`src/source/rvseed_pkg.sv`:
```
`default_nettype none

package rvseed_pkg;

    localparam int XLEN           = 64;
    localparam int REG_ADDR_WIDTH = 5;
    localparam int MEM_ADDR_WIDTH = 10;                  // byte address, 1 KiB
    localparam int WORD_ADDR_WIDTH = MEM_ADDR_WIDTH - 3; // doubleword index
    localparam int RAM_WORDS      = 1 << WORD_ADDR_WIDTH;

    localparam logic [XLEN-1:0] RESET_PC = 64'h0000_0000_8000_0000;

    // writeback extension codes
    localparam int EXP_WIDTH = 4;
    localparam logic [EXP_WIDTH-1:0] EXP_ALU = 4'd0; // alu result, no load
    localparam logic [EXP_WIDTH-1:0] EXP_LB  = 4'd1;
    localparam logic [EXP_WIDTH-1:0] EXP_LBU = 4'd2;
    localparam logic [EXP_WIDTH-1:0] EXP_LH  = 4'd3;
    localparam logic [EXP_WIDTH-1:0] EXP_LHU = 4'd4;
    localparam logic [EXP_WIDTH-1:0] EXP_LW  = 4'd5;
    localparam logic [EXP_WIDTH-1:0] EXP_LWU = 4'd6;
    localparam logic [EXP_WIDTH-1:0] EXP_LD  = 4'd7;

    // size masks, one bit per byte before lane shift
    localparam logic [7:0] MASK_B = 8'h01;
    localparam logic [7:0] MASK_H = 8'h03;
    localparam logic [7:0] MASK_W = 8'h0F;
    localparam logic [7:0] MASK_D = 8'hFF;

    // one memory word seen by lane size
    typedef union packed {
        logic [7:0][7:0]  b;
        logic [3:0][15:0] h;
        logic [1:0][31:0] w;
        logic [63:0]      d;
    } mem_word_u;

endpackage

`default_nettype wire

```
`src/source/reg_file.sv`:
```
`timescale 1ns/1ps
`default_nettype none

module reg_file import rvseed_pkg::*; (
    input  wire logic                      clk,
    input  wire logic                      rst_n,
    input  wire logic                      wen_i,
    input  wire logic [REG_ADDR_WIDTH-1:0] waddr_i,
    input  wire logic [XLEN-1:0]           wdata_i,
    input  wire logic [REG_ADDR_WIDTH-1:0] raddr_i,
    output logic      [XLEN-1:0]           rdata_o
);

    logic [XLEN-1:0] regs [1:(1 << REG_ADDR_WIDTH)-1]; // x0 has no storage

    always_ff @(posedge clk or negedge rst_n) begin
        if (!rst_n) begin
            for (int i = 1; i < (1 << REG_ADDR_WIDTH); i++) begin
                regs[i] <= '0;
            end
        end else if (wen_i && waddr_i != '0) begin
            regs[waddr_i] <= wdata_i;
        end
    end

    // debug read, sees a write only after the edge
    assign rdata_o = (raddr_i == '0) ? '0 : regs[raddr_i];

endmodule

`default_nettype wire

```
`config.mk`:
```
export PLATFORM = sky130hd
export DESIGN_NAME = reg_file
export DESIGN_NICKNAME = d
export VERILOG_FILES = /design/src/source/rvseed_pkg.sv /design/src/source/reg_file.sv
export SDC_FILE = /design/constraint.sdc
export NUM_CORES = 2
export LEC_CHECK = 0
export BUFFER_PORTS_ARGS = -buffer_cell sky130_fd_sc_hd__buf_2
export CAP_MARGIN = 30
export CORE_MARGIN = 2
export CORE_UTILIZATION = 44
export DETAILED_ROUTE_END_ITERATION = 10
export GPL_TIMING_DRIVEN = 0
export PLACE_DENSITY = 0.66
export SLEW_MARGIN = 30
export SYNTH_ARGS = -nofsm -noshare
export SYNTH_HDL_FRONTEND = slang
export SYNTH_SLANG_ARGS = --single-unit
```
`constraint.sdc`:
```
create_clock -name clk -period 2.4 [get_ports clk]
set_input_delay 0.24 -clock clk [delete_from_list [all_inputs] [get_ports clk]]
set_output_delay 0.24 -clock clk [all_outputs]
set_load 0.01 [all_outputs]
```
# Word level (Yosys, flattened, before mapping)
# Cells that the tools add are included.
[totals]
regBits = 1984
output_inout_bits = 64
wordCells = 47
[classes]
n_lt_le_gt_ge = 3
n_mux = 7
bitwise_logic = 2
n_reduce_logical = 4
[ops]
columns = ["operator", "n"]
rows = [
  ["1984-bit bitwise mux", 1],
  ["64-bit binary-select mux with 5-bit select", 1],
  ["64-bit demux with 5-bit select", 1],
  ["64-bit two-way mux", 4],
  ["6-bit greater-or-equal comparator (second input constant)", 2],
  ["5-bit NOT with 6-bit output", 2],
  ["6-bit by 1-bit < comparator with 1-bit output (second input constant)", 1],
  ["5-bit logical NOT", 1],
  ["5-bit nonzero test", 1],
  ["1-bit logical AND", 2],
]

# Depth between registers and ports, before layout
[depth]
depth_word = 6
ltp_mapped = 8
mapped_depth_nobuf = 4

# Least setup slack after synthesis
# No wires, ideal clock.
[synth_path]
path_kind = "in2out"
startpoint = "input raddr_i[1]"
endpoint = "output rdata_o[24]"
arrival_time_ns = 1.718
setup_slack_ns = 0.442
stages = 6
n_path_buf = 3
cell_sequence = "buf_4 > buf_4 > buf_2 > mux4_2 > a211oi_1 > nor4_1"
[synth_between]
elab_chain_cells = 5
[synth_lines]
columns = ["element", "line_no", "source"]
rows = [
  ["start, declared", "reg_file.sv:10", "input wire logic [REG_ADDR_WIDTH-1:0] raddr_i,"],
  ["5-bit NOT with 6-bit output (implied by the code)", "reg_file.sv:27", "assign rdata_o = (raddr_i == '0) ? '0 : regs[raddr_i];"],
  ["64-bit binary-select mux with 5-bit select", "reg_file.sv:27", ""],
  ["64-bit two-way mux (implied by the code) (2 in series)", "reg_file.sv:27", ""],
  ["64-bit two-way mux (*)", "reg_file.sv:27", ""],
  ["end, declared", "reg_file.sv:11", "output logic [XLEN-1:0] rdata_o"],
]
# Mark *: on every way between the ends. The rest lies on a longest branch, timed or not. The select of a mux whose other input is x is not followed.

# Final worst setup path
[layout_path]
startpoint = "input raddr_i[4]"
endpoint = "output rdata_o[60]"
# The elaborated chain is that of the path after synthesis.

==> results.yml <==
worst_setup_path:
  worstSetupEndpointType: "primary output"
  path_max_fanout: 10
  cp_data_required_time_ns: 2.16
  crit_type: "in2out"
  cp.arrival_ns: 2.49
  timing.critical_path.from_type: "input pin"
cells_and_area:
  top_regs: "regs x1984"
  area_delta_synth_final_pct: 17.6
  multi_input_area_sq_mm: 0.0400
  fin_cells: 9597
  regMostFlops: "regs"
  final-seq-area_sq_mm: 0.0496
  fill_cells: 16700
  final_area_sq_mm: 0.106
  layout.nets: 6814
  largest_reg_flops: 1984
  layout-drive-gt1-share_pct: 49.1
  fin_util_pct: 52.0
pwr:
  ir_drop_v: 0.000754
  p_seq_share_pct: 47.3
  p_int_mw: 67.2
  pwr-share-comb_pct: 17.2
  power_switching_mw: 24.2
  p_leak_nw: 48.1
  swShare_pct: 26.5
  total_power_mw: 91.4
  power_density_mw_per_mm2: 859
  clkPwrFrac_pct: 35.5
placement:
  gp_congestion: 0.826
  hpwl_um: 192000
  placed_area_sq_mm: 0.0958
  io_buffers: 135
  dp_cells: 9127
clock_network:
  cts_root_buf: "clkbuf_16"
  clkTransAtPathRegs_ns: 0.06
  cts-buffers-inserted: 207
  clk_path_buf_depth: 3
  cts.sinks: 1984
  h-tree-depth: 4
  cts_tree: "done"
  clkLatencyLatePin_ns: 0.87
logic_synthesis:
  synth-simple-area-share_pct: 2.06
  synthCells: 6256
  synth_cell_types: 34
  synth_area_leader_cell: "dfrtp_1"
  synth.top_cell.area_share_pct: 54.9
  avgSynthCellArea_sq_um: 14.5
  syn_area_sq_mm: 0.0905
  synthXorXnorAreaFrac_pct: 0
  synth_top_family_by_area: "multiplexers"
  ys_ff_latch: 1984
  synth_most_common_cell: "mux2_2"
  synth_edf_count: 0
  yosysWarningCount: 0
  synthAdderAreaFrac_pct: 0
  synth_top_cells_by_area: "dfrtp_1, mux2_2, mux2i_1, mux4_2, o22ai_1"
  async_flop_share_pct: 100
  syn_nets: 6333
  synth_mux_area_share_pct: 35.8
  seq_area_frac_synth_pct: 54.9
  synthFlopType: "dfrtp_1"
  synth_compound_area_share_pct: 3.90
  ys_top_cells_by_count: "mux2_2, dfrtp_1, mux2i_1"
floorplanning:
  core_sq_mm: 0.205
  row_count: 166
  die-area_sq_mm: 0.209
  fp.dieH_um: 457
  start_util_pct: 44.2
  boundaryPins: 141
  die_w_um: 457
timing:
  relSlewSlack_pct: 29.2
  hold_ws_ns: 0.0672
  setup_slack_ns: -0.330
  timing.fmax_ghz: 0.366
  drv_slew: 0
  skew_ns: 0
  finalHoldViolCount: 0
  rsz0062_at_grt: "true"
  min_period_ns: 2.73
  worst_pin_slew_ns: 1.06
  setup_viol: 94
  post-route-period-util_pct: 114
global_route:
  grt_usage_pct: 26.5
  first_global_vias: 59700
  grt_overflow: 0
  grt_pass1_wl_um: 409000
  grt_max_degree: 128
  antenna_found_initial: 24
routing:
  vias_per_cell: 5.92
  vias: 56800
  wl_per_cell_um: 29.1
  drt_iter0_markers: 4340
  drc: 0
  ant_nets: 0
  drtPass1Iterations: 5
  drt_wl_total_um: 279000
run:
  drv_cap: 0
run_status:
  failed_checks: "negative setup slack"
  status: "complete, but fails checks"
worst_hold_path:
  hp-class: "in2reg"
-- worst max-delay path, stage by stage --
cell      delay, ns
buf_2          0.17
nand2b_1       0.12
buf_2          0.33
buf_16         0.23
clkbuf_2       0.47
a211oi_4       0.11
nor4_4         0.54
buf_2          0.23
-- worst paths after layout --
kind,endpoint,startpoint,slack [ns],cells after the start
max,rdata_o[60],raddr_i[4],-0.33,8
max in group asynchronous,regs[551],rst_n,0.31,9
min,regs[640],waddr_i[3],0.07,4
min reg2reg,regs[1393],regs[1393],0.49,1
max reg2reg,regs[1126],regs[1126],1.40,3
min in group asynchronous,regs[1735],rst_n,0.45,5
-- layout by cell type (no fill, tap or decap), types with 18 or more instances in the layout --
cell | Yosys | layout
a21oi_4 | 0 | 18
buf_2 | 185 | 285
dfrtp_1 | 1984 | 1984
clkinv_2 | 0 | 29
mux2_2 | 2029 | 2027
mux2_1 | 19 | 19
buf_4 | 94 | 118
nor3_2 | 3 | 25
buf_6 | 16 | 43
o22ai_1 | 256 | 250
a22oi_1 | 64 | 63
nor2b_1 | 69 | 24
dlygate4sd3_1 | 0 | 69
nor2b_4 | 0 | 43
clkbuf_16 | 0 | 210
mux2i_1 | 640 | 640
clkbuf_4 | 1 | 27
buf_16 | 0 | 38
nor3_1 | 128 | 105
a211oi_2 | 0 | 25
a221o_1 | 64 | 64
mux4_2 | 128 | 128
clkbuf_8 | 0 | 57
a21oi_2 | 0 | 37
nor4_2 | 0 | 22
a211oi_4 | 0 | 39
nor4_4 | 1 | 43
clkbuf_1 | 306 | 260
clkbuf_2 | 0 | 70
-- per-layer routing --
metal / routed length [um] / GRT usage [%] / part of all wire (%)
met4: 12200 / 10.9 / 4.4
met1: 119000 / 35.8 / 43
met5: 11 / 0 / 0.0039
met3: 16700 / 4.89 / 6.0
met2: 131000 / 42.1 / 47
-- logic make-up (layout without fill, tap and decap cells) --
logic type      count (synthesis)  count (layout)
compound gates                512             512
buf+inv                       629            1271
flops                        1984            1984
mux                          2816            2816
other cells                     0              11
simple gates                  315             315
-- cell type report --
class / instances / share of cell area (%)
sequential: 1984 / 46.7
timing repair buffer: 272 / 2.66
clock buffer: 309 / 5.72
multi-input combinational: 3643 / 37.6
clock inverter: 61 / 0.721
antenna: 11 / 0.0259
tap: 2688 / 3.16
buffer: 629 / 3.44
-- timing repair --
action | CTS | global route
setup endpoints to repair | 168 | 411
pin swaps | 118 | 28
hold endpoints to repair | 462 | 0
setup buffers | 8 | 3
gates cloned | 1 | 3
gates resized for setup | 551 | 103
hold buffers | 75 | 0
-- metrics by stage --
step	worst slack, ns	TNS [ns]
CTS	-0.332	-49.35
global route	-0.342	-18.39
floorplan	0.442	0
global placement	-42.25	-
finish	-0.330	-15.71
detailed placement	-1.79	-392.86
-- power groups by stage --
| stage | sequential (mW) | clock (mW) | combinational (mW) |
|---|---|---|---|
| final | 43.2 | 32.4 | 15.7 |
| after global routing | 43.9 | 34.2 | 16.9 |
| after CTS | 43.1 | 32.7 | 15.6 |
| after detailed placement | 43.7 | 0 | 14.4 |
| after global placement | 43.5 | 0 | 13.6 |
| after floorplan | 42.7 | 0 | 10.5 |
Note: power is estimated with default switching activity, not from simulation.
