==> src/source/rvseed_pkg.sv <==
`default_nettype none

package rvseed_pkg;

    localparam int XLEN           = 64;
    localparam int REG_ADDR_WIDTH = 5;
    localparam int MEM_ADDR_WIDTH = 10;                  // byte address, 1 KiB
    localparam int WORD_ADDR_WIDTH = MEM_ADDR_WIDTH - 3; // doubleword index
    localparam int RAM_WORDS      = 1 << WORD_ADDR_WIDTH;

    localparam logic [XLEN-1:0] RESET_PC = 64'h0000_0000_8000_0000;

    // writeback extension codes
    localparam int EXP_WIDTH = 4;
    localparam logic [EXP_WIDTH-1:0] EXP_ALU = 4'd0; // alu result, no load
    localparam logic [EXP_WIDTH-1:0] EXP_LB  = 4'd1;
    localparam logic [EXP_WIDTH-1:0] EXP_LBU = 4'd2;
    localparam logic [EXP_WIDTH-1:0] EXP_LH  = 4'd3;
    localparam logic [EXP_WIDTH-1:0] EXP_LHU = 4'd4;
    localparam logic [EXP_WIDTH-1:0] EXP_LW  = 4'd5;
    localparam logic [EXP_WIDTH-1:0] EXP_LWU = 4'd6;
    localparam logic [EXP_WIDTH-1:0] EXP_LD  = 4'd7;

    // size masks, one bit per byte before lane shift
    localparam logic [7:0] MASK_B = 8'h01;
    localparam logic [7:0] MASK_H = 8'h03;
    localparam logic [7:0] MASK_W = 8'h0F;
    localparam logic [7:0] MASK_D = 8'hFF;

    // one memory word seen by lane size
    typedef union packed {
        logic [7:0][7:0]  b;
        logic [3:0][15:0] h;
        logic [1:0][31:0] w;
        logic [63:0]      d;
    } mem_word_u;

endpackage

`default_nettype wire

==> src/source/wb_select.sv <==
`timescale 1ns/1ps
`default_nettype none

module wb_select import rvseed_pkg::*; (
    input  wire logic                      commit_i,
    input  wire logic                      reg_wen_i,
    input  wire logic [REG_ADDR_WIDTH-1:0] reg_waddr_i,
    input  wire logic [XLEN-1:0]           alu_res_i,
    input  wire logic [XLEN-1:0]           load_word_i,
    input  wire logic [EXP_WIDTH-1:0]      expand_signed_i,

    output logic                           rf_wen_o,
    output logic      [REG_ADDR_WIDTH-1:0] rf_waddr_o,
    output logic      [XLEN-1:0]           rf_wdata_o
);

    mem_word_u  word;
    logic [2:0] lane;
    logic [7:0]  lb;
    logic [15:0] lh;
    logic [31:0] lw;

    assign word = load_word_i;
    assign lane = alu_res_i[2:0];

    // accesses are aligned, so the low offset bits pick the lane
    assign lb = word.b[lane];
    assign lh = word.h[lane[2:1]];
    assign lw = word.w[lane[2]];

    always_comb begin
        case (expand_signed_i)
            EXP_LB:  rf_wdata_o = {{(XLEN-8){lb[7]}}, lb};
            EXP_LBU: rf_wdata_o = {{(XLEN-8){1'b0}}, lb};
            EXP_LH:  rf_wdata_o = {{(XLEN-16){lh[15]}}, lh};
            EXP_LHU: rf_wdata_o = {{(XLEN-16){1'b0}}, lh};
            EXP_LW:  rf_wdata_o = {{(XLEN-32){lw[31]}}, lw};
            EXP_LWU: rf_wdata_o = {{(XLEN-32){1'b0}}, lw};
            EXP_LD:  rf_wdata_o = word.d;
            default: rf_wdata_o = alu_res_i; // EXP_ALU and unused codes
        endcase
    end

    // x0 never sees a write strobe
    assign rf_wen_o   = commit_i & reg_wen_i & (reg_waddr_i != '0);
    assign rf_waddr_o = reg_waddr_i;

endmodule

`default_nettype wire
==> config.mk <==
export PLATFORM = sky130hd
export DESIGN_NAME = wb_select
export DESIGN_NICKNAME = d
export VERILOG_FILES = /design/src/source/rvseed_pkg.sv /design/src/source/wb_select.sv
export SDC_FILE = /design/constraint.sdc
export NUM_CORES = 1
export LEC_CHECK = 0
export BUFFER_PORTS_ARGS = -buffer_cell sky130_fd_sc_hd__buf_2
export CAP_MARGIN = 40
export CORE_AREA = 2 2 81 83
export DETAILED_ROUTE_END_ITERATION = 8
export DIE_AREA = 0 0 83 85
export GPL_ROUTABILITY_DRIVEN = 0
export PLACE_DENSITY = 0.86
export SLEW_MARGIN = 10
export SYNTH_ARGS = -nofsm -noshare
export SYNTH_HDL_FRONTEND = slang
export SYNTH_SLANG_ARGS = --single-unit
==> constraint.sdc <==
create_clock -name vclk -period 3.06
set_clock_uncertainty 0.2 [all_clocks]
set_input_delay 0.612 -clock vclk [all_inputs]
set_output_delay 0.612 -clock vclk [all_outputs]
set_load 0.02 [all_outputs]
[Word level (Yosys, flattened, before mapping)]
Cells that the tools add are included.
Word-level totals
  output and inout port bits: 70
  input port bits: 139
  bits in registers: 0
Cells by class
  equal/unequal tests: 7
  magnitude comparators: 3
  bitwise operators: 2
  muxes and demuxes: 7
  reductions and logical operators: 1
Operators with widths (number)
  64-bit case mux with 7 select lines: 1
  32-bit 2-to-1 mux: 2
  16-bit binary-select mux with 2-bit select: 1
  8-bit binary-select mux with 3-bit select: 1
  4-bit by 3-bit == test with 1-bit output, second input constant: 4
  16-bit 2-to-1 mux: 1
  4-bit by 2-bit == test with 1-bit output, second input constant: 2
  8-bit 2-to-1 mux: 1
  5-bit nonzero test: 1
  4-bit by 1-bit == test with 1-bit output, second input constant: 1
  3-bit by 4-bit less-than comparator with 1-bit output, second input constant: 1
  2-bit by 3-bit less-than comparator with 1-bit output, second input constant: 1
  1-bit AND: 2
  1-bit by 2-bit less-than comparator with 1-bit output, second input constant: 1

[Depth between registers and ports, before layout]
  depth after elaboration: 3
  mapped depth: 8
  gate-level depth less buffers: 5

[Worst setup path after synthesis]
No wires, ideal clock.
  path type: input-to-output
  start: input alu_res_i[1]
  end: output rf_wdata_o[33]
  data required time: 2.248 ns
  stages on the path: 8
  path slack: 0.020 ns
  arrival: 2.228 ns
  path through: buf_6 mux2_2 a2bb2o_4 o31a_1 buf_6 nor3b_4 buf_6 a21oi_1
On the way
  longest elaborated chain between the ends: 3
  elaborated cells between the ends (all ways): 5
  those cells by class: mux (5)
RTL lines
  from (decl): line wb_select.sv:8  | input wire logic [XLEN-1:0] alu_res_i,
  8-bit binary-select mux with 3-bit select or 16-bit binary-select mux with 2-bit select (tied branches): line wb_select.sv:27, wb_select.sv:28
  8-bit 2-to-1 mux (implied by the code) or 16-bit 2-to-1 mux (tied branches): line wb_select.sv:27, wb_select.sv:28
  64-bit case mux with 7 select lines (*): line wb_select.sv:32  | case (expand_signed_i)
  to (decl): line wb_select.sv:14  | output logic [XLEN-1:0] rf_wdata_o
Every way passes the cells marked *; elsewhere a longest branch is shown, timed or not. The select of a mux whose other input is x is not followed.

[Worst setup path after layout]
  start: input expand_signed_i[0]
  end: output rf_wdata_o[5]
On the way
  longest elaborated chain between the ends: 2
  elaborated cells between the ends (all ways): 8
  those cells by class: eq/ne (7); mux (1)
RTL lines
  from (decl): line wb_select.sv:10  | input wire logic [EXP_WIDTH-1:0] expand_signed_i,
  4-bit by 3-bit == test with 1-bit output (tied with other cells): line wb_select.sv:32
  64-bit case mux with 7 select lines (*): line wb_select.sv:32
Every way passes the cells marked *; elsewhere a longest branch is shown, timed or not.

==> results_dict.tcl <==
set metrics [dict create \
    outcome "finished with violations" \
    violations "setup timing" \
    cp_slowest_stage_delay_ps 500 \
    avgSynthCellArea_um2 6.89 \
    coreArea_mm2 0.00620 \
    placed_cells 618 \
    n_antenna_cell 0 \
    drc 0 \
    nClkBuffers 0 \
    grt_pass1_wl_um 17500 \
    post_synth_num_cell_types 46 \
    cp_cell_sequence "buf_2 > or3b_2 > a21oi_2 > buf_6 > nand2_1 > o221ai_1 > o32a_1 > buf_2" \
    final_util_pct 65.7 \
    path_common_cell "buf_2" \
    synthesis.nets 469 \
    cp_top_family "compound AO/OA/AOI/OAI gates" \
    cp_slowest_cell "or3b_2" \
    fillers 510 \
    fin_ws_ps -28.5 \
    synth_area_leaders "mux4_2, nand2_1, a21oi_1, nor2_1, a222oi_1" \
    crit_path_start_kind "input pin" \
    ant_nets 0 \
    cts_hold_buf 0 \
    worst_pin_slew_ps 453 \
    hold_ws_ps 1260 \
    path_max_fanout 10 \
    netlist.area_leader.share_pct 21.8 \
    fp.dieW_um 83 \
    num_rows 29 \
    die_y_um 85 \
    synthTopCellsByCount "nand2_1, nor2_1, a21oi_1" \
    powerDensity_mw_per_mm2 204 \
    antenna_found_initial 0 \
    routedWlPerCell_um 19.8 \
    firstDrtPassIters 9 \
    synth_xor_area_share_pct 0.385 \
    routed_wirelength_um 12300 \
    synth_top_family_by_area "compound AO/OA/AOI/OAI gates" \
    timing.critical_path.buf_inv 3 \
    power_mw 0.830 \
    io_buffers 209 \
    regArea_um2 0 \
    synthSimpleGateAreaFrac_pct 28.8 \
    syn_inst 330 \
    grt_max_degree 31 \
    post-synth-top-area-cell "mux4_2" \
    syn-cell-area_mm2 0.00227 \
    crit_arrival_ps 2280 \
    vdd_drop_max_mv 0.155 \
    hold_viol 0 \
    dieArea_mm2 0.00706 \
    grt_usage_pct 29.8 \
    dp_hpwl_um 9160 \
    critical_path_class "in -> out" \
    p_leak_nw 1.90 \
    synthAdderAreaFrac_pct 0.440 \
    fin_nets 687 \
    grt_setup_unrepaired "true" \
    hold_path_class "in -> out" \
    drt-initial-drc-count 511 \
    ios 209 \
    seq_cell_count 0 \
    finalCriticalPeriod_ps 3090 \
    slew_headroom_pct 69.6 \
    grt_pass1_vias 3703 \
    instances_no_fill 623 \
    yosysMostFrequentCell "nand2_1" \
    final-max-slew-violation-count 0 \
    cap_violations 0 \
    gr-total-overflow 0 \
    yosysWarningCount 0 \
    final_layout_size_suffix_gt1_share_pct 60.4 \
    via_count 3959 \
    area_growth_syn_to_layout_pct 79.2 \
    start_util_pct 36.7 \
    min_period_over_period_pct 101 \
    synth-compound-area-share_pct 31.3 \
    worstPathRequired_ps 2250 \
    setup_violations 1 \
    fmax_ghz 0.324 \
    synthMuxAreaShare_pct 28.9 \
    ys_seq_area_share_pct 0 \
    viasPerCell 6.35 \
    worst_setup_path_end_kind "output pin" \
]
==> cell families (layout without fill, tap and decap cells) <==
group | count (synthesis) | in the layout
and+or+nand+nor | 147 | 147
buffers and inverters | 43 | 259
AOI/OAI and AO/OA | 101 | 101
xor gates and xnor gates | 1 | 1
adders and majority gates | 1 | 1
muxes | 37 | 37
==> placed cells by master, fill, tap and decap left out, types with 2 or more instances in the layout <==
master     count
a21oi_1       14
a21oi_2       20
a21oi_4        8
a222oi_1      17
a22oi_1       16
a31oi_1        6
a32oi_1        2
buf_12        10
buf_2        172
buf_4         51
buf_6         18
clkbuf_16      2
clkbuf_4       3
inv_1          3
mux2_2         9
mux2i_1        6
mux4_2        22
nand2_1       61
nand2b_1       5
nand3_1       11
nand3b_1       2
nand4_1        2
nor2_1        43
nor2_2         2
nor2b_1        5
nor3_1         3
o211ai_1       2
o21ai_1        2
o221ai_1       2
or2_2          3
==> metal layers <==
layer / routed length (µm) / part of all wire (%) / global-route usage (%)
met5: 0 / 0 / 0
met1: 4160 / 34 / 34.6
met3: 1410 / 11 / 3.40
met2: 6050 / 49 / 54.0
met4: 688 / 5.6 / 15.8
==> per-stage QoR <==
step | TNS (ps) | worst slack [ps] | cell area [µm²]
finish | -28.5 | -28.5 | 4080
global route | -845 | -59.8 | 4080
CTS | 0 | 9.11 | 3640
detailed placement | -698 | -58.2 | 3640
global placement | -26.7 | -26.7 | 3640
floorplan | 0 | 20.3 | 2270
==> worst paths after layout <==
path	slack [ps]	to	from	cells past startpoint
min	1260	rf_waddr_o[1]	reg_waddr_i[1]	2
max	-30	rf_wdata_o[5]	expand_signed_i[0]	8
==> where the power goes <==
group	switching (mW)	internal (mW)
Sequential	0	0
Clock	0	0
Combinational	0.442	0.388
==> repair_timing <==
item | in CTS | in global routing
gates cloned | 0 | 3
gates resized for setup | 2 | 99
setup buffers | 0 | 3
endpoints found under the hold margin | 0 | 0
pin swaps | 0 | 5
setup endpoints to repair | 36 | 44
==> cell type report <==
type | count | area, µm² | share of cell area [%]
multi-input combinational | 287 | 2250 | 55.2
timing repair buffer | 256 | 1720 | 42.2
tap | 77 | 96.3 | 2.36
inverter | 3 | 11.3 | 0.276
Note: power is estimated with default switching activity, not from simulation.
