## config.mk

```make
export PLATFORM = sky130hd
export DESIGN_NAME = mem_access
export DESIGN_NICKNAME = d
export VERILOG_FILES = /design/src/source/rvseed_pkg.sv /design/src/source/mem_access.sv
export SDC_FILE = /design/constraint.sdc
export NUM_CORES = 1
export LEC_CHECK = 0
export ABC_CLOCK_PERIOD_IN_PS = 2500
export BUFFER_PORTS_ARGS = -buffer_cell sky130_fd_sc_hd__buf_2
export CORE_AREA = 2 2 134 136
export DETAILED_ROUTE_END_ITERATION = 16
export DIE_AREA = 0 0 136 138
export SKIP_LAST_GASP = 1
export SYNTH_ARGS = -nofsm -noshare
export SYNTH_HDL_FRONTEND = slang
export SYNTH_SLANG_ARGS = --single-unit
```

## constraint.sdc

```tcl
create_clock -name vclk -period 2.5
set_input_delay 0.5 -clock vclk [all_inputs]
set_output_delay 0.5 -clock vclk [all_outputs]
set_load 0.03 [all_outputs]
```

## src/source/rvseed_pkg.sv

```systemverilog
`default_nettype none

package rvseed_pkg;

    localparam int XLEN           = 64;
    localparam int REG_ADDR_WIDTH = 5;
    localparam int MEM_ADDR_WIDTH = 10;                  // byte address, 1 KiB
    localparam int WORD_ADDR_WIDTH = MEM_ADDR_WIDTH - 3; // doubleword index
    localparam int RAM_WORDS      = 1 << WORD_ADDR_WIDTH;

    localparam logic [XLEN-1:0] RESET_PC = 64'h0000_0000_8000_0000;

    // writeback extension codes
    localparam int EXP_WIDTH = 4;
    localparam logic [EXP_WIDTH-1:0] EXP_ALU = 4'd0; // alu result, no load
    localparam logic [EXP_WIDTH-1:0] EXP_LB  = 4'd1;
    localparam logic [EXP_WIDTH-1:0] EXP_LBU = 4'd2;
    localparam logic [EXP_WIDTH-1:0] EXP_LH  = 4'd3;
    localparam logic [EXP_WIDTH-1:0] EXP_LHU = 4'd4;
    localparam logic [EXP_WIDTH-1:0] EXP_LW  = 4'd5;
    localparam logic [EXP_WIDTH-1:0] EXP_LWU = 4'd6;
    localparam logic [EXP_WIDTH-1:0] EXP_LD  = 4'd7;

    // size masks, one bit per byte before lane shift
    localparam logic [7:0] MASK_B = 8'h01;
    localparam logic [7:0] MASK_H = 8'h03;
    localparam logic [7:0] MASK_W = 8'h0F;
    localparam logic [7:0] MASK_D = 8'hFF;

    // one memory word seen by lane size
    typedef union packed {
        logic [7:0][7:0]  b;
        logic [3:0][15:0] h;
        logic [1:0][31:0] w;
        logic [63:0]      d;
    } mem_word_u;

endpackage

`default_nettype wire

```

## src/source/mem_access.sv

```systemverilog
`timescale 1ns/1ps
`default_nettype none

module mem_access import rvseed_pkg::*; (
    input  wire logic                       valid_i,
    input  wire logic                       stall_i,
    input  wire logic                       mem_wen_i,
    input  wire logic [XLEN-1:0]            alu_res_i,    // also the byte address
    input  wire logic [XLEN-1:0]            store_data_i, // right aligned
    input  wire logic [7:0]                 wmask_i,      // size mask, lane 0
    output logic                            accept_o,

    output logic      [WORD_ADDR_WIDTH-1:0] ram_addr_o,
    output logic                            ram_wen_o,
    output logic      [7:0]                 ram_byte_en_o,
    output logic      [XLEN-1:0]            ram_wdata_o,
    input  wire logic [XLEN-1:0]            ram_rdata_i,

    output logic      [XLEN-1:0]            load_word_o
);

    logic [2:0] lane; // byte offset within the doubleword

    assign lane = alu_res_i[2:0];

    // the one place stall is looked at
    assign accept_o = valid_i & ~stall_i;

    assign ram_addr_o = alu_res_i[MEM_ADDR_WIDTH-1:3];
    assign ram_wen_o  = accept_o & mem_wen_i;

    // move the mask and data up into the addressed lanes
    assign ram_byte_en_o = wmask_i << lane;
    assign ram_wdata_o   = store_data_i << {lane, 3'b000};

    // lane select and extension happen after the register
    assign load_word_o = ram_rdata_i;

endmodule

`default_nettype wire

```

Yosys cells after proc, flatten, opt, wreduce, memory -nomap -nowiden
Cells that the tools add are included.
{ "totals": {"reg_bits": 0, "latchBits": 0, "ramBits": 0, "romBits": 0, "output_inout_bits": 145, "word_cells": 5, "mem_count": 0} }
{ "classes": {"add_sub_neg": 0, "multipliers": 0, "div": 0, "order_cmp": 0, "eq_ne": 0, "shifts": 2, "muxes": 0, "bitwise": 3, "reduce_logical": 0} }
{ "ops": {"columns": ["operator", "count"], "rows": [
  ["64-bit by 6-bit << shifter with 64-bit output", 1],
  ["8-bit by 3-bit << shifter with 8-bit output", 1],
  ["1-bit AND", 2],
  ["1-bit inverter", 1]
]} }

Logic depth before layout (Yosys ltp)
Gate-level depths: netlist of run 1.
{ "depth": {"ltp_word": 3, "mapped_depth": 6, "ltp_nobuf": 3} }

Worst setup path after synthesis of run 1
Ideal clock, no wire load.
{ "synth_path": {"kind": "input to output", "from": "in alu_res_i[0]", "to": "out ram_wdata_o[48]", "arrival_time_ns": 1.893, "required_ns": 2.000, "setup_slack_ns": 0.107, "path_stages": 5, "path_buffers": 2, "path_cell_list": "buf_6 inv_1 buf_2 a22oi_1 a221oi_1"} }
{ "synth_via": {"elab_chain_cells": 1} }
{ "synth_lines": {"columns": ["element", "line", "rtl"], "rows": [
  ["start, declared", "mem_access.sv:8", "input wire logic [XLEN-1:0] alu_res_i,"],
  ["64-bit by 6-bit << shifter with 64-bit output", "mem_access.sv:34", "assign ram_wdata_o = store_data_i << {lane, 3'b000};"],
  ["end, declared", "mem_access.sv:16", "output logic [XLEN-1:0] ram_wdata_o,"]
]} }
Every way passes these cells.

Worst setup path after layout of run 1
{ "layout_path": {"from": "in alu_res_i[1]", "to": "out ram_wdata_o[55]"} }
The elaborated chain is that of the path after synthesis.

==> out/metrics.yaml, run 1 <==
timing:
  post-route-period-util_pct: 95.3
  totalNegativeSetupSlack_ns: 0
  clock.fmax_mhz: 420
  worst_slack_ns: 0.118
  setup_viol: 0
  relSlewSlack_pct: 62.0
  rsz0062_at_grt: "no"
  final-hold-violation-count: 0
  slew_violations: 0
  tightest_slew_ns: 0.569
  holdWs_ns: 1.00
  fin_crit_ns: 2.38
finish:
  fin_area_um2: 3330
  final_cells: 664
  design.seq.count: 0
  antenna_cells: 0
  layout.nets: 640
  clkbuf_count: 0
  drive_gt1_share_pct: 47.4
  area_delta_synth_final_pct: 21.8
  n_fill_cell: 2005
  ff_latch_area_um2: 0
  multi_input_area_um2: 1950
  final_util_pct: 19.0
placement:
  place_hpwl_um: 9520
  place_ws_ns: 0.0886
  io_buffers: 152
  placed_area_um2: 3330
  routabilityCongestion: 0.775
  dp.cells: 664
global_route:
  antenna_found_initial: 2
  track_usage_pct: 11.5
  grt_max_degree: 36
  grt_pass1_wl_um: 16900
  grt_overflow: 0
  grt_pass1_vias: 2949
pwr:
  p_comb_share_pct: 100.0
  p_clk_share_pct: 0
  power_leakage_nw: 1.68
  ir_drop_v: 0.0000799
  power_mw: 0.827
  p_per_area_nw_per_um2: 248
  power.switching_mw: 0.509
  swShare_pct: 61.6
  seqPwrFrac_pct: 0
  intPower_mw: 0.317
logic_synthesis:
  syn_area_um2: 2740
  yosysWarnings: 0
  synth_most_common_cell: "buf_4"
  synth_top_area_share_pct: 23.1
  synth_area_leaders: "mux2i_1, buf_4, mux2_4, nor2_1, o21ai_0"
  yosysUniqueCellTypes: 30
  syn_area_per_cell_um2: 7.62
  synthCells: 359
  netlist.top_cell.by_area: "mux2i_1"
  ys_top_cells_by_count: "buf_4, mux2i_1, nor2_1"
  ys_seq_area_share_pct: 0
  synth_nets: 562
worst_setup_path:
  critPathBufInv: 3
  crit_family: "buffers and inverters"
  endpoint_kind: "primary output"
  path_cells: "buf_2, buf_4, mux2_4, a22oi_1, a221oi_2, buf_2"
  critical_path_class: "in2out"
  path_max_fanout: 12
  crit_path_frequent_cell: "buf_2"
  cp_slowest_cell: "mux2_4"
  worst_setup_path_start_kind: "primary input"
  critical-path-max-stage-delay_ns: 0.33
  cp.required_ns: 2.00
  worst_ep_arrival_time_ns: 1.88
detailed_routing:
  via_count: 3054
  routedWlPerCell_um: 17.8
  wl_um: 11800
  ant_nets: 0
  avgViaCountPerCell: 4.60
  firstDrtPassIters: 4
  drc: 0
  drtIter0Drc: 101
hold_path:
  hold_path.class: "in2out"
die:
  initial_core_util_pct: 15.6
  fp-row-count: 49
  core_um2: 17500
  die_w_um: 136
  fp.dieH_um: 138
  dieArea_um2: 18800
  pin_count: 348
job:
  drv_cap: 0
cts:
  post_cts_buffers: 0
  cts_resized: 0
  holdBufCountCts: 0
outcome:
  status: "completed"
cell families (layout without fill, tap and decap cells):
group / after synthesis / after routing / synth area share (%)
buffers and inverters: 107 / 183 / 28.6
AO/OA/AOI/OAI: 90 / 90 / 24.3
multiplexers: 81 / 81 / 31.8
AND/OR/NAND/NOR: 81 / 81 / 15.3
cell type report:
cell class | count | area share (%)
Inverter | 1 | 0.113
Multi-Input combinational cell | 252 | 58.6
Tap cell | 229 | 8.60
Timing Repair Buffer | 182 | 32.7
power groups by stage:
stage / combinational [mW] / clock (mW) / sequential [mW]
after floorplan: 0.749 / 0 / 0
after global placement: 0.831 / 0 / 0
after global routing: 0.884 / 0 / 0
after detailed placement: 0.834 / 0 / 0
final: 0.827 / 0 / 0
after CTS: 0.836 / 0 / 0
final timing paths:
kind,startpoint,end,cells past startpoint
setup / recovery,alu_res_i[1],ram_wdata_o[55],6
hold / removal,ram_rdata_i[16],load_word_o[16],0
layout by cell type (no fill, tap or decap), drive strengths merged:
cell type,n
nand3b,9
and2,8
o22ai,9
and3,9
o21a,9
mux2i,63
or2,1
nor2,37
a22oi,9
a221o,9
o22a,9
o21ai,27
buf,182
a221oi,9
mux2,18
nand2b,2
nor3,9
and2b,1
nor2b,5
inv,1
a211oi,9
metal layers:
layer	track usage (%)	vias up	routed length [µm]
met1	13.7	1424	4750
met2	20.3	163	5600
li1	-	1410	-
met3	1.21	55	725
met5	0	-	12
met4	6.03	2	725
No activity file was read; power rests on OpenSTA's default activity.
==> run 2, diff against run 1 <==
--- a/config.mk
+++ b/config.mk
@@ -10,6 +10,7 @@
 export CORE_AREA = 2 2 134 136
 export DETAILED_ROUTE_END_ITERATION = 16
 export DIE_AREA = 0 0 136 138
+export PLACE_DENSITY = 0.53
 export SKIP_LAST_GASP = 1
 export SYNTH_ARGS = -nofsm -noshare
 export SYNTH_HDL_FRONTEND = slang
==> run 2 against run 1 <==
Total power decreased by 0.44%. First-iteration DRC count down 2.0%. Design area down 1.5%. Sequential share of layout area did not move. Wire length rose by 2.6%. Die area is the same. Global-route usage rose by 0.23 points. Flip-flop and latch count stayed put. Critical path depth fell by 2. Utilization is 0.29 points lower. Via count fell by 3.2%. Critical path type unchanged. Largest power group unchanged.
==> out/metrics.yaml, run 2 (same netlist as run 1, synthesis figures left out) <==
finish:
  clkbuf_count: 0
  drive_gt1_share_pct: 47.1
  design.seq.count: 0
  layout.nets: 636
  layout_commonest_cell: "buf_2"
  final_cell_mix: "buf_2, mux2i_1, nor2_1, o21ai_0, buf_4"
  n_fill_cell: 2042
  ff_latch_area_um2: 0
  area_delta_synth_final_pct: 19.9
timing:
  holdWs_ns: 1.00
  post-route-period-util_pct: 95.6
  tightest_slew_ns: 0.696
  worst_slack_ns: 0.111
  rsz0062_at_grt: "no"
  setup_viol: 0
  relSlewSlack_pct: 53.6
  totalNegativeSetupSlack_ns: 0
  clock.fmax_mhz: 419
  slew_violations: 0
  fin_crit_ns: 2.39
  final-hold-violation-count: 0
detailed_routing:
  firstDrtPassIters: 4
  drc: 0
  avgViaCountPerCell: 4.47
  via_count: 2957
  ant_nets: 0
  wl_um: 12100
  routedWlPerCell_um: 18.3
  drtIter0Drc: 99
hold_path:
  hold_path_end: "load_word_o[61]"
  hold_start: "ram_rdata_i[61]"
  hold_path.class: "in2out"
  holdPathStages: 0
pwr:
  swShare_pct: 62.4
  p_comb_share_pct: 100.0
  ir_drop_v: 0.0000605
  power.switching_mw: 0.514
  p_clk_share_pct: 0
  seqPwrFrac_pct: 0
  intPower_mw: 0.309
  power_leakage_nw: 1.65
  p_per_area_nw_per_um2: 251
die:
  fp-row-count: 49
  die_w_um: 136
  initial_core_util_pct: 15.6
  pin_count: 348
  fp.dieH_um: 138
  dieArea_um2: 18800
  core_um2: 17500
global_route:
  grt_overflow: 0
  track_usage_pct: 11.8
  antenna_found_initial: 1
  grt_pass1_wl_um: 17200
  grt_pass1_vias: 2875
  grt_max_degree: 33
worst_setup_path:
  path_max_fanout: 10
  cp.required_ns: 2.00
  worst_ep_arrival_time_ns: 1.89
  endpoint_kind: "primary output"
  startpoint: "alu_res_i[2]"
  worst_setup_path_start_kind: "primary input"
  critical_path_class: "in2out"
placement:
  io_buffers: 152
  place_hpwl_um: 9800
  routabilityCongestion: 0.807
  place_ws_ns: 0.0433
job:
  drv_cap: 0
outcome:
  status: "completed"
run 2: timing repair:
item,4_1_cts,5_1_grt
gates resized for setup,0,1
hold buffers,0,0
buffers inserted,0,0
endpoints found under the setup margin,0,2
run 2: how the worst max path moves through the flow:
stage          slack, ns          endpoint  cells past startpoint
5_1_grt             0.05   ram_wdata_o[53]                      6
3_3_place_gp        0.08  ram_byte_en_o[6]                      6
2_1_floorplan       0.11   ram_wdata_o[48]                      5
3_5_place_dp        0.04  ram_byte_en_o[6]                      6
6_report            0.11   ram_wdata_o[58]                      4
4_1_cts             0.03  ram_byte_en_o[6]                      6
run 2: power groups by stage:
stage	clock network [mW]	logic [mW]	registers [mW]
3_3_place_gp	0	0.832	0
4_1_cts	0	0.835	0
6_report	0.0000000535	0.823	0
5_1_grt	0	0.885	0
2_1_floorplan	0	0.749	0
3_5_place_dp	0	0.832	0
run 2: layout make-up:
| cell class | count | area (µm²) | share of cell area (%) |
|---|---|---|---|
| antenna | 1 | 2.50 | 0.0763 |
| inverter | 1 | 3.75 | 0.114 |
| multi-input combinational | 252 | 1950 | 59.6 |
| tap | 229 | 287 | 8.73 |
| timing repair buffer | 178 | 1030 | 31.5 |
run 2: layer usage:
layer	track usage, %	part of all wire (%)
met5	0	0
met4	3.56	3.2
met3	2.13	8.2
met2	19.4	45
met1	15.5	44
run 2: metrics by stage:
step	instance area, µm²	power (mW)	std cells	util [%]
floorplan	2740	0.749	359	-
global placement	3280	0.832	660	18.7
detailed placement	3280	0.832	660	18.7
CTS	3280	0.835	660	18.7
global route	3280	0.885	660	18.7
finish	3280	0.823	661	18.7
run 2: worst max-delay path, cell delays in order:
cell and delay (ns):
buf_2 0.21, and2_1 0.62, a221o_1 0.33, buf_2 0.22
