[src/source/rvseed_pkg.sv]
`default_nettype none

package rvseed_pkg;

    localparam int XLEN           = 64;
    localparam int REG_ADDR_WIDTH = 5;
    localparam int MEM_ADDR_WIDTH = 10;                  // byte address, 1 KiB
    localparam int WORD_ADDR_WIDTH = MEM_ADDR_WIDTH - 3; // doubleword index
    localparam int RAM_WORDS      = 1 << WORD_ADDR_WIDTH;

    localparam logic [XLEN-1:0] RESET_PC = 64'h0000_0000_8000_0000;

    // writeback extension codes
    localparam int EXP_WIDTH = 4;
    localparam logic [EXP_WIDTH-1:0] EXP_ALU = 4'd0; // alu result, no load
    localparam logic [EXP_WIDTH-1:0] EXP_LB  = 4'd1;
    localparam logic [EXP_WIDTH-1:0] EXP_LBU = 4'd2;
    localparam logic [EXP_WIDTH-1:0] EXP_LH  = 4'd3;
    localparam logic [EXP_WIDTH-1:0] EXP_LHU = 4'd4;
    localparam logic [EXP_WIDTH-1:0] EXP_LW  = 4'd5;
    localparam logic [EXP_WIDTH-1:0] EXP_LWU = 4'd6;
    localparam logic [EXP_WIDTH-1:0] EXP_LD  = 4'd7;

    // size masks, one bit per byte before lane shift
    localparam logic [7:0] MASK_B = 8'h01;
    localparam logic [7:0] MASK_H = 8'h03;
    localparam logic [7:0] MASK_W = 8'h0F;
    localparam logic [7:0] MASK_D = 8'hFF;

    // one memory word seen by lane size
    typedef union packed {
        logic [7:0][7:0]  b;
        logic [3:0][15:0] h;
        logic [1:0][31:0] w;
        logic [63:0]      d;
    } mem_word_u;

endpackage

`default_nettype wire

[src/source/mem_wb_regs.sv]
`timescale 1ns/1ps
`default_nettype none

module mem_wb_regs import rvseed_pkg::*; (
    input  wire logic                      clk,
    input  wire logic                      rst_n,
    input  wire logic                      accept_i,

    input  wire logic                      reg_wen_i,
    input  wire logic [REG_ADDR_WIDTH-1:0] reg_waddr_i,
    input  wire logic [XLEN-1:0]           alu_res_i,
    input  wire logic [XLEN-1:0]           load_word_i,
    input  wire logic [EXP_WIDTH-1:0]      expand_signed_i,
    input  wire logic                      ebreak_i,
    input  wire logic [XLEN-1:0]           pc_i,

    output logic                           reg_wen_o,
    output logic      [REG_ADDR_WIDTH-1:0] reg_waddr_o,
    output logic      [XLEN-1:0]           alu_res_o,
    output logic      [XLEN-1:0]           load_word_o,
    output logic      [EXP_WIDTH-1:0]      expand_signed_o,
    output logic                           ebreak_o,
    output logic      [XLEN-1:0]           pc_o,
    output logic                           commit_o
);

    always_ff @(posedge clk or negedge rst_n) begin
        if (!rst_n) begin
            reg_wen_o       <= 1'b0;
            reg_waddr_o     <= '0;
            alu_res_o       <= '0;
            load_word_o     <= '0;
            expand_signed_o <= EXP_ALU;
            ebreak_o        <= 1'b0;
            pc_o            <= RESET_PC;
        end else if (accept_i) begin
            reg_wen_o       <= reg_wen_i;
            reg_waddr_o     <= reg_waddr_i;
            alu_res_o       <= alu_res_i;
            load_word_o     <= load_word_i;
            expand_signed_o <= expand_signed_i;
            ebreak_o        <= ebreak_i;
            pc_o            <= pc_i;
        end
        // no accept: fields keep the last instruction
    end

    // one commit per accepted instruction, so a held one is
    // not written back again
    always_ff @(posedge clk or negedge rst_n) begin
        if (!rst_n) begin
            commit_o <= 1'b0;
        end else begin
            commit_o <= accept_i;
        end
    end

endmodule

`default_nettype wire

[config.mk]
export PLATFORM = sky130hd
export DESIGN_NAME = mem_wb_regs
export DESIGN_NICKNAME = d
export VERILOG_FILES = /design/src/source/rvseed_pkg.sv /design/src/source/mem_wb_regs.sv
export SDC_FILE = /design/constraint.sdc
export NUM_CORES = 1
export LEC_CHECK = 0
export ABC_AREA = 1
export BUFFER_PORTS_ARGS = -buffer_cell sky130_fd_sc_hd__buf_2
export CORE_ASPECT_RATIO = 0.5
export CORE_UTILIZATION = 40
export CTS_BUF_LIST = sky130_fd_sc_hd__clkbuf_4 sky130_fd_sc_hd__clkbuf_8 sky130_fd_sc_hd__clkbuf_16
export DETAILED_ROUTE_END_ITERATION = 16
export MAX_ROUTING_LAYER = met4
export PLACE_DENSITY = 0.72
export SLEW_MARGIN = 25
export SYNTH_ARGS = -nofsm -noshare
export SYNTH_HDL_FRONTEND = slang
export SYNTH_SLANG_ARGS = --single-unit
[constraint.sdc]
create_clock -name clk -period 1.25 [get_ports clk]
set_input_delay 0.125 -clock clk [delete_from_list [all_inputs] [get_ports clk]]
set_output_delay 0.125 -clock clk [all_outputs]
set_load 0.05 [all_outputs]
# Word-level counts from Yosys, hierarchy flattened
# Cells that the tools add are included.
# word_totals
wordCells	8
register_bits	204
out_inout_bits	204
input_bits	206

# Logic depth before layout (Yosys ltp)
# Gate-level depths: netlist (run 1).
# depth
depth_word	0
mapped_depth	6
mapped_depth_nobuf	3

# Worst setup path before layout (run 1)
# OpenSTA, ideal clock, no wires.
# synth_timing
kind	reg-to-reg
start	reg, netlist name pc_o[31]
end	reg pc_o[31]
synth_period_minus_slack_ns	0.861
t_arrival_ns	0.801
path_stages_with_launch	3
path_slack_ns	0.389
path_buffers	0
required_ns	1.190
setup_ns	0.060
cell_sequence	dfstp_2 > nand2_1 > nand2_1
# synth_rtl
item	line_no	source
to (signal assigned)	mem_wb_regs.sv:43	pc_o <= pc_i;
to (decl)	mem_wb_regs.sv:23	output logic [XLEN-1:0] pc_o,

# Worst setup path in the final report (run 1)
# layout_timing
start	reg pc_o[31]
end	out pc_o[31]
# No word-level cell between the ends.

==> metrics.cfg, run 1 <==
[pwr]
power_frac_seq_pct = 41.5
leakagePower_nw = 7.313
power.density_nw_per_um2 = 1372
p_int_mw = 12.03
p_comb_share_pct = 27.8
switching_power_mw = 6.135
switching_share_pct = 33.76
ir_drop_mv = 0.8565
clockPowerShare_pct = 30.7

[synthesis]
synth.net_count = 1065
ys_types = 7
synth.area.top_cells = dfrtp_1 (66%), nand2_1 (29%), buf_6 (2.8%), buf_2 (1.4%), buf_4 (0.39%)
yosysTopAreaCell = dfrtp_1
synth-seq-cells = 204
yosysTopAreaCellShare_pct = 65.53
yosysSeqAreaShare_pct = 65.87
yosys_warnings = 0
syn_area_per_cell_um2 = 9.025
synth_area_um2 = 7752
syn-instance-count = 859

[clock_network]
htree_levels = 1
root_buffer = clkbuf_16
cts_tree = yes
path_clk_slew_ns = 0.06
cts_buffers = 19
postCtsSetupRepairBufs = 0
clock_latency_ns = 0.47
clk_path_buf_depth = 3
clock-sinks = 204

[sta]
finClkSkew_ns = 0
hold_violations = 0
period_share_pct = 105.5
relSlewSlack_pct = 77.76
max_freq_ghz = 0.7586
fin_ws_ns = -0.06821
fin_crit_ns = 1.318
setup-violations-final = 1
slew_viol_final = 0
grt_setup_unrepaired = yes
fin_hold_ws_ns = 0.008100
worstMarginPinSlew_ns = 0.3336

[floorplan]
initial_core_util_pct = 41.46
top_level_ports = 410
rows = 35
die_h_um = 100.4
dieArea_um2 = 19980
dieWidth_um = 198.9
placeableCoreArea_um2 = 18700

[finish]
nNetsFinal = 1682
multiInputGateArea_um2 = 2286
drive_gt1_share_pct = 30.59
nFillCells = 1276
final_common_cell = nand2_1
stdcell_count = 1744
register_area_um2 = 5106
finalInstanceArea_um2 = 13240
syn2layout_area_growth_pct = 70.82
layout_common_cells = nand2_1 (609), buf_2 (236), dlygate4sd3_1 (218), dfrtp_1 (203), clkbuf_4 (144)

[run_status]
outcome = finished with violations
failed_checks = setup timing

[grt]
antenna_found_initial = 1
grt_use_total_pct = 27.74
grt_pass1_wl_um = 42010
grt_start_max_net_pins = 67
gr-total-overflow = 0
grt_pass1_vias = 8395

[routing]
drtAntennaViolNets = 0
totalWireLength_um = 28130
wl_per_cell_um = 16.13
drt_first_pass_iters = 5
num_vias = 8185
drt_iter0_markers = 465
route.detailed.drc = 0
drt-vias-per-instance = 4.693

[worst_setup_path]
worst_ep_required_time_ns = 1.12
cp-start-kind = register
critPathKind = reg -> out
critPathArrivalTime_ns = 1.19
crit_chain = buf_8
crit_buf_inv = 1
cpMaxStageDelayCell = dfstp_2
path_delay_family = flip-flops
endpoint_kind = primary output
crit_fanout = 2
max_stage_delay_ns = 0.57

[placed_design]
port_buffers = 409
place_inst = 1496
place.gp.congestion = 0.8613
place_area_um2 = 10040
post-dp-hpwl_um = 15920

[job]
maxCapViolations = 0

[worst_hold_path]
hp-class = in -> reg

what timing repair did:
| action | 4_1_cts | 5_1_grt |
|---|---|---|
| hold buffers | 218 | 0 |
| resized for setup | 26 | 157 |
| endpoints found under the setup margin | 24 | 148 |
| gates cloned | 0 | 0 |
| hold endpoints to repair | 406 | 0 |
layer usage:
layer,track usage (%),part of all wire [%],vias to the layer above
li1,-,-,3800
met1,30.40,37,3881
met2,48.31,52,370
met3,5.276,5.8,134
met4,14.91,5.6,0
met5,-,0,-
through the flow:
stage	setup WS, ns	util [%]	setup TNS, ns	total power, mW
final	-0.06821	70.82	-0.06821	18.17
after global placement	0.3233	53.70	0	11.70
after floorplan	0.3886	-	0	10.42
after detailed placement	0.3002	53.70	0	11.78
after global routing	-0.09349	70.82	-0.1092	18.88
after CTS	-0.05711	68.82	-0.05711	17.97
synthesized netlist by cell type (all sizes together):
library cell / count
buf: 45
nand2: 609
dfrtp: 203
inv: 1
dfstp: 1
logic make-up (layout without fill, tap and decap cells):
kind of cell,after synthesis,in the layout,synth area share (%)
other,0,1,0
and+or+nand+nor,609,609,29.49
DFF,204,204,65.87
buffers and inverters,46,671,4.648
path summary, 6_finish.rpt:
check                                      from                           to  slack [ns]  cells after the start
max                        pc_o[31]$_DFFE_PN1P_                     pc_o[31]       -0.07                      1
min                                    accept_i  load_word_o[37]$_DFFE_PN0P_       0.008                      3
max reg2reg                pc_o[31]$_DFFE_PN1P_         pc_o[31]$_DFFE_PN1P_        0.47                      2
min reg2reg                 pc_o[2]$_DFFE_PN0P_          pc_o[2]$_DFFE_PN0P_        0.46                      2
max in group asynchronous                 rst_n         pc_o[31]$_DFFE_PN1P_        0.49                      3
min in group asynchronous                 rst_n    alu_res_o[49]$_DFFE_PN0P_        0.16                      2
layout make-up:
cell class | count | share of cell area (%)
diodes | 1 | 0.01890
inverters | 1 | 0.06614
clock inverters | 3 | 0.3212
clock buffers | 26 | 4.034
well taps | 259 | 2.447
flip-flops and latches | 204 | 38.56
multi-input cells | 609 | 17.26
repair buffers | 641 | 37.29
state kept, by name, indices dropped and copies added, names as in the netlist:
register / flops
reg_waddr_o: 5
pc_o: 64
reg_wen_o: 1
load_word_o: 64
expand_signed_o: 4
ebreak_o: 1
alu_res_o: 64
commit_o: 1
power by group through the flow:
stage | clock network (mW) | registers, mW | logic, mW
6_report | 5.58 | 7.55 | 5.05
5_1_grt | 5.96 | 7.60 | 5.32
4_1_cts | 5.71 | 7.50 | 4.76
3_5_place_dp | 0 | 7.61 | 4.17
3_3_place_gp | 0 | 7.58 | 4.12
2_1_floorplan | 0 | 9.69 | 0.734
No activity file was read; power rests on OpenSTA's default activity.
==> inputs of run 2 (changes only) <==
Settings changed: SETUP_SLACK_MARGIN set to 0.4.
==> run 2 against run 1 <==
- the flow still finishes with violations (setup timing)
- clock skew did not move
- die area did not move
- global-route usage rose by 3.5 points
- critical path depth did not move
- core utilization rose by 10 points
- hold slack improved by 0.082 ns
- via count rose by 9.2%
==> metrics.cfg, run 2 (synthesis results as in run 1) <==
[finish]
multiInputGateArea_um2 = 2379  ; +4.1%
final_util_pct = 81.06  ; +10 points
nNetsFinal = 1784  ; +6.1%
syn2layout_area_growth_pct = 95.51
finalInstanceArea_um2 = 15160  ; +14%
stdcell_count = 1855  ; +6.4%
register_area_um2 = 5106  ; unchanged
nFillCells = 986  ; -23%
final_common_cell = nand2_1
drive_gt1_share_pct = 37.71  ; +7.1 points
largestRegisters = alu_res_o: 64 flops, load_word_o: 64 flops, pc_o: 64 flops
layout_common_cells = nand2_1 (582), buf_6 (238), dlygate4sd3_1 (204), dfrtp_1 (203), buf_2 (203)

[clock_network]
root_buffer = clkbuf_16
cts_tree = yes
clk_path_buf_depth = 3  ; unchanged
path_clk_slew_ns = 0.07  ; about the same
clock-sinks = 204  ; unchanged
cts_buffers = 20  ; +1
clock_latency_ns = 0.48  ; about the same
htree_levels = 1  ; unchanged

[pwr]
total_power_mw = 20.19  ; +11%
switching_power_mw = 6.797  ; +11%
switching_share_pct = 33.66  ; -0.10 points
p_comb_share_pct = 30.7  ; +2.9 points
ir_drop_mv = 0.8374  ; -2.2%
leakagePower_nw = 8.275  ; +13%
clockPowerShare_pct = 31.2  ; +0.5 points
power_frac_seq_pct = 38.1  ; -3.4 points
power.density_nw_per_um2 = 1332  ; -2.9%
p_int_mw = 13.40  ; +11%

[sta]
max_freq_ghz = 0.7654  ; +0.90%
fin_ws_ns = -0.05649  ; +0.01171 ns
period_share_pct = 104.5  ; -0.94 points
fin_crit_ns = 1.306  ; -0.01171 ns
worstMarginPinSlew_ns = 0.5473  ; +0.2138 ns
finClkSkew_ns = 0  ; unchanged
fin_tns_setup_ns = -0.05649  ; +0.01171 ns
grt_setup_unrepaired = yes
relSlewSlack_pct = 63.51  ; -14 points
fin_hold_ws_ns = 0.09005  ; +0.08195 ns
setup-violations-final = 1  ; unchanged
slew_viol_final = 0  ; unchanged
hold_violations = 0  ; unchanged

[routing]
drt_first_pass_iters = 5  ; unchanged
drtAntennaViolNets = 0  ; unchanged
route.detailed.drc = 0  ; unchanged
totalWireLength_um = 33430  ; +19%
drt_iter0_markers = 448  ; -3.7%
wl_per_cell_um = 18.02  ; +12%
num_vias = 8937  ; +9.2%
drt-vias-per-instance = 4.818  ; +2.7%

[worst_setup_path]
endpoint_kind = primary output
max_stage_delay_ns = 0.55  ; -0.02 ns
path_delay_family = flip-flops
crit_chain = buf_8
worst_ep_required_time_ns = 1.12  ; about the same
cpMaxStageDelayCell = dfstp_2
crit_buf_inv = 1  ; unchanged
crit_fanout = 2  ; unchanged
critPathKind = reg -> out
cp-start-kind = register
critPathArrivalTime_ns = 1.18  ; about the same

[grt]
gr-total-overflow = 0  ; unchanged
grt_use_total_pct = 31.19  ; +3.5 points
grt_start_max_net_pins = 85  ; +27%
met3_usage_pct = 6.048  ; +0.77 points
antenna_found_initial = 5  ; +4
busiest_layer = met2
grt_pass1_wl_um = 46630  ; +11%
grt_use_met2_pct = 54.60  ; +6.3 points
grt_pass1_vias = 9132  ; +8.8%
grt_util_met1_pct = 32.48  ; +2.1 points

[placed_design]
pre_cts_slack_ns = 0.2526  ; -0.04760 ns
place_inst = 1501  ; +0.33%
place_area_um2 = 10090  ; +0.50%
place.gp.congestion = 0.9724  ; +13%
post-dp-hpwl_um = 15820  ; -0.67%
port_buffers = 409  ; unchanged

[floorplan]
initial_core_util_pct = 41.46  ; unchanged
dieWidth_um = 198.9  ; unchanged
rows = 35  ; unchanged
die_h_um = 100.4  ; unchanged
placeableCoreArea_um2 = 18700  ; unchanged
dieArea_um2 = 19980  ; unchanged
top_level_ports = 410  ; unchanged

[worst_hold_path]
hp-class = in -> reg

[run_status]
failed_checks = setup timing
outcome = finished with violations

[job]
maxCapViolations = 0  ; unchanged

run 2: final cells by class:
type	instances	area share, %
diodes	5	0.08255
multi-input cells	609	15.69
clock inverters	10	0.7017
well taps	259	2.138
repair buffers	742	43.89
flip-flops and latches	204	33.69
inverters	1	0.05778
clock buffers	25	3.748
run 2: path summary, 6_finish.rpt:
check	start	end	slack [ns]	depth (start not counted)
worst max-delay path	pc_o[31]$_DFFE_PN1P_	pc_o[31]	-0.06	1
worst min-delay path	accept_i	load_word_o[60]$_DFFE_PN0P_	0.09	4
worst max register to register	alu_res_o[31]$_DFFE_PN0P_	alu_res_o[31]$_DFFE_PN0P_	0.35	4
worst min register to register	pc_o[31]$_DFFE_PN1P_	pc_o[31]$_DFFE_PN1P_	0.48	2
max in group asynchronous	rst_n	commit_o$_DFF_PN0_	0.56	3
min in group asynchronous	rst_n	load_word_o[59]$_DFFE_PN0P_	0.16	2
run 2: layer usage:
metal  vias to the layer above  share of wire, %
met5                         -                 0
met4                         0               7.2
met3                       195               6.1
met2                       477                52
met1                      4261                34
li1                       4004                 -
run 2: power groups by stage:
stage	clock (mW)	sequential, mW	combinational (mW)
5_1_grt	6.65	7.73	6.47
6_report	6.30	7.69	6.21
3_3_place_gp	0	7.58	4.13
3_5_place_dp	0	7.60	4.19
4_1_cts	6.33	7.62	5.58
2_1_floorplan	0	9.69	0.734
run 2: timing repair:
| action | 4_1_cts | 5_1_grt |
|---|---|---|
| gates resized for setup | 409 | 68 |
| hold buffers | 206 | 0 |
| hold endpoints to repair | 407 | 0 |
| endpoints found under the setup margin | 204 | 222 |
| pin swaps | 0 | 16 |
| buffers inserted | 36 | 72 |
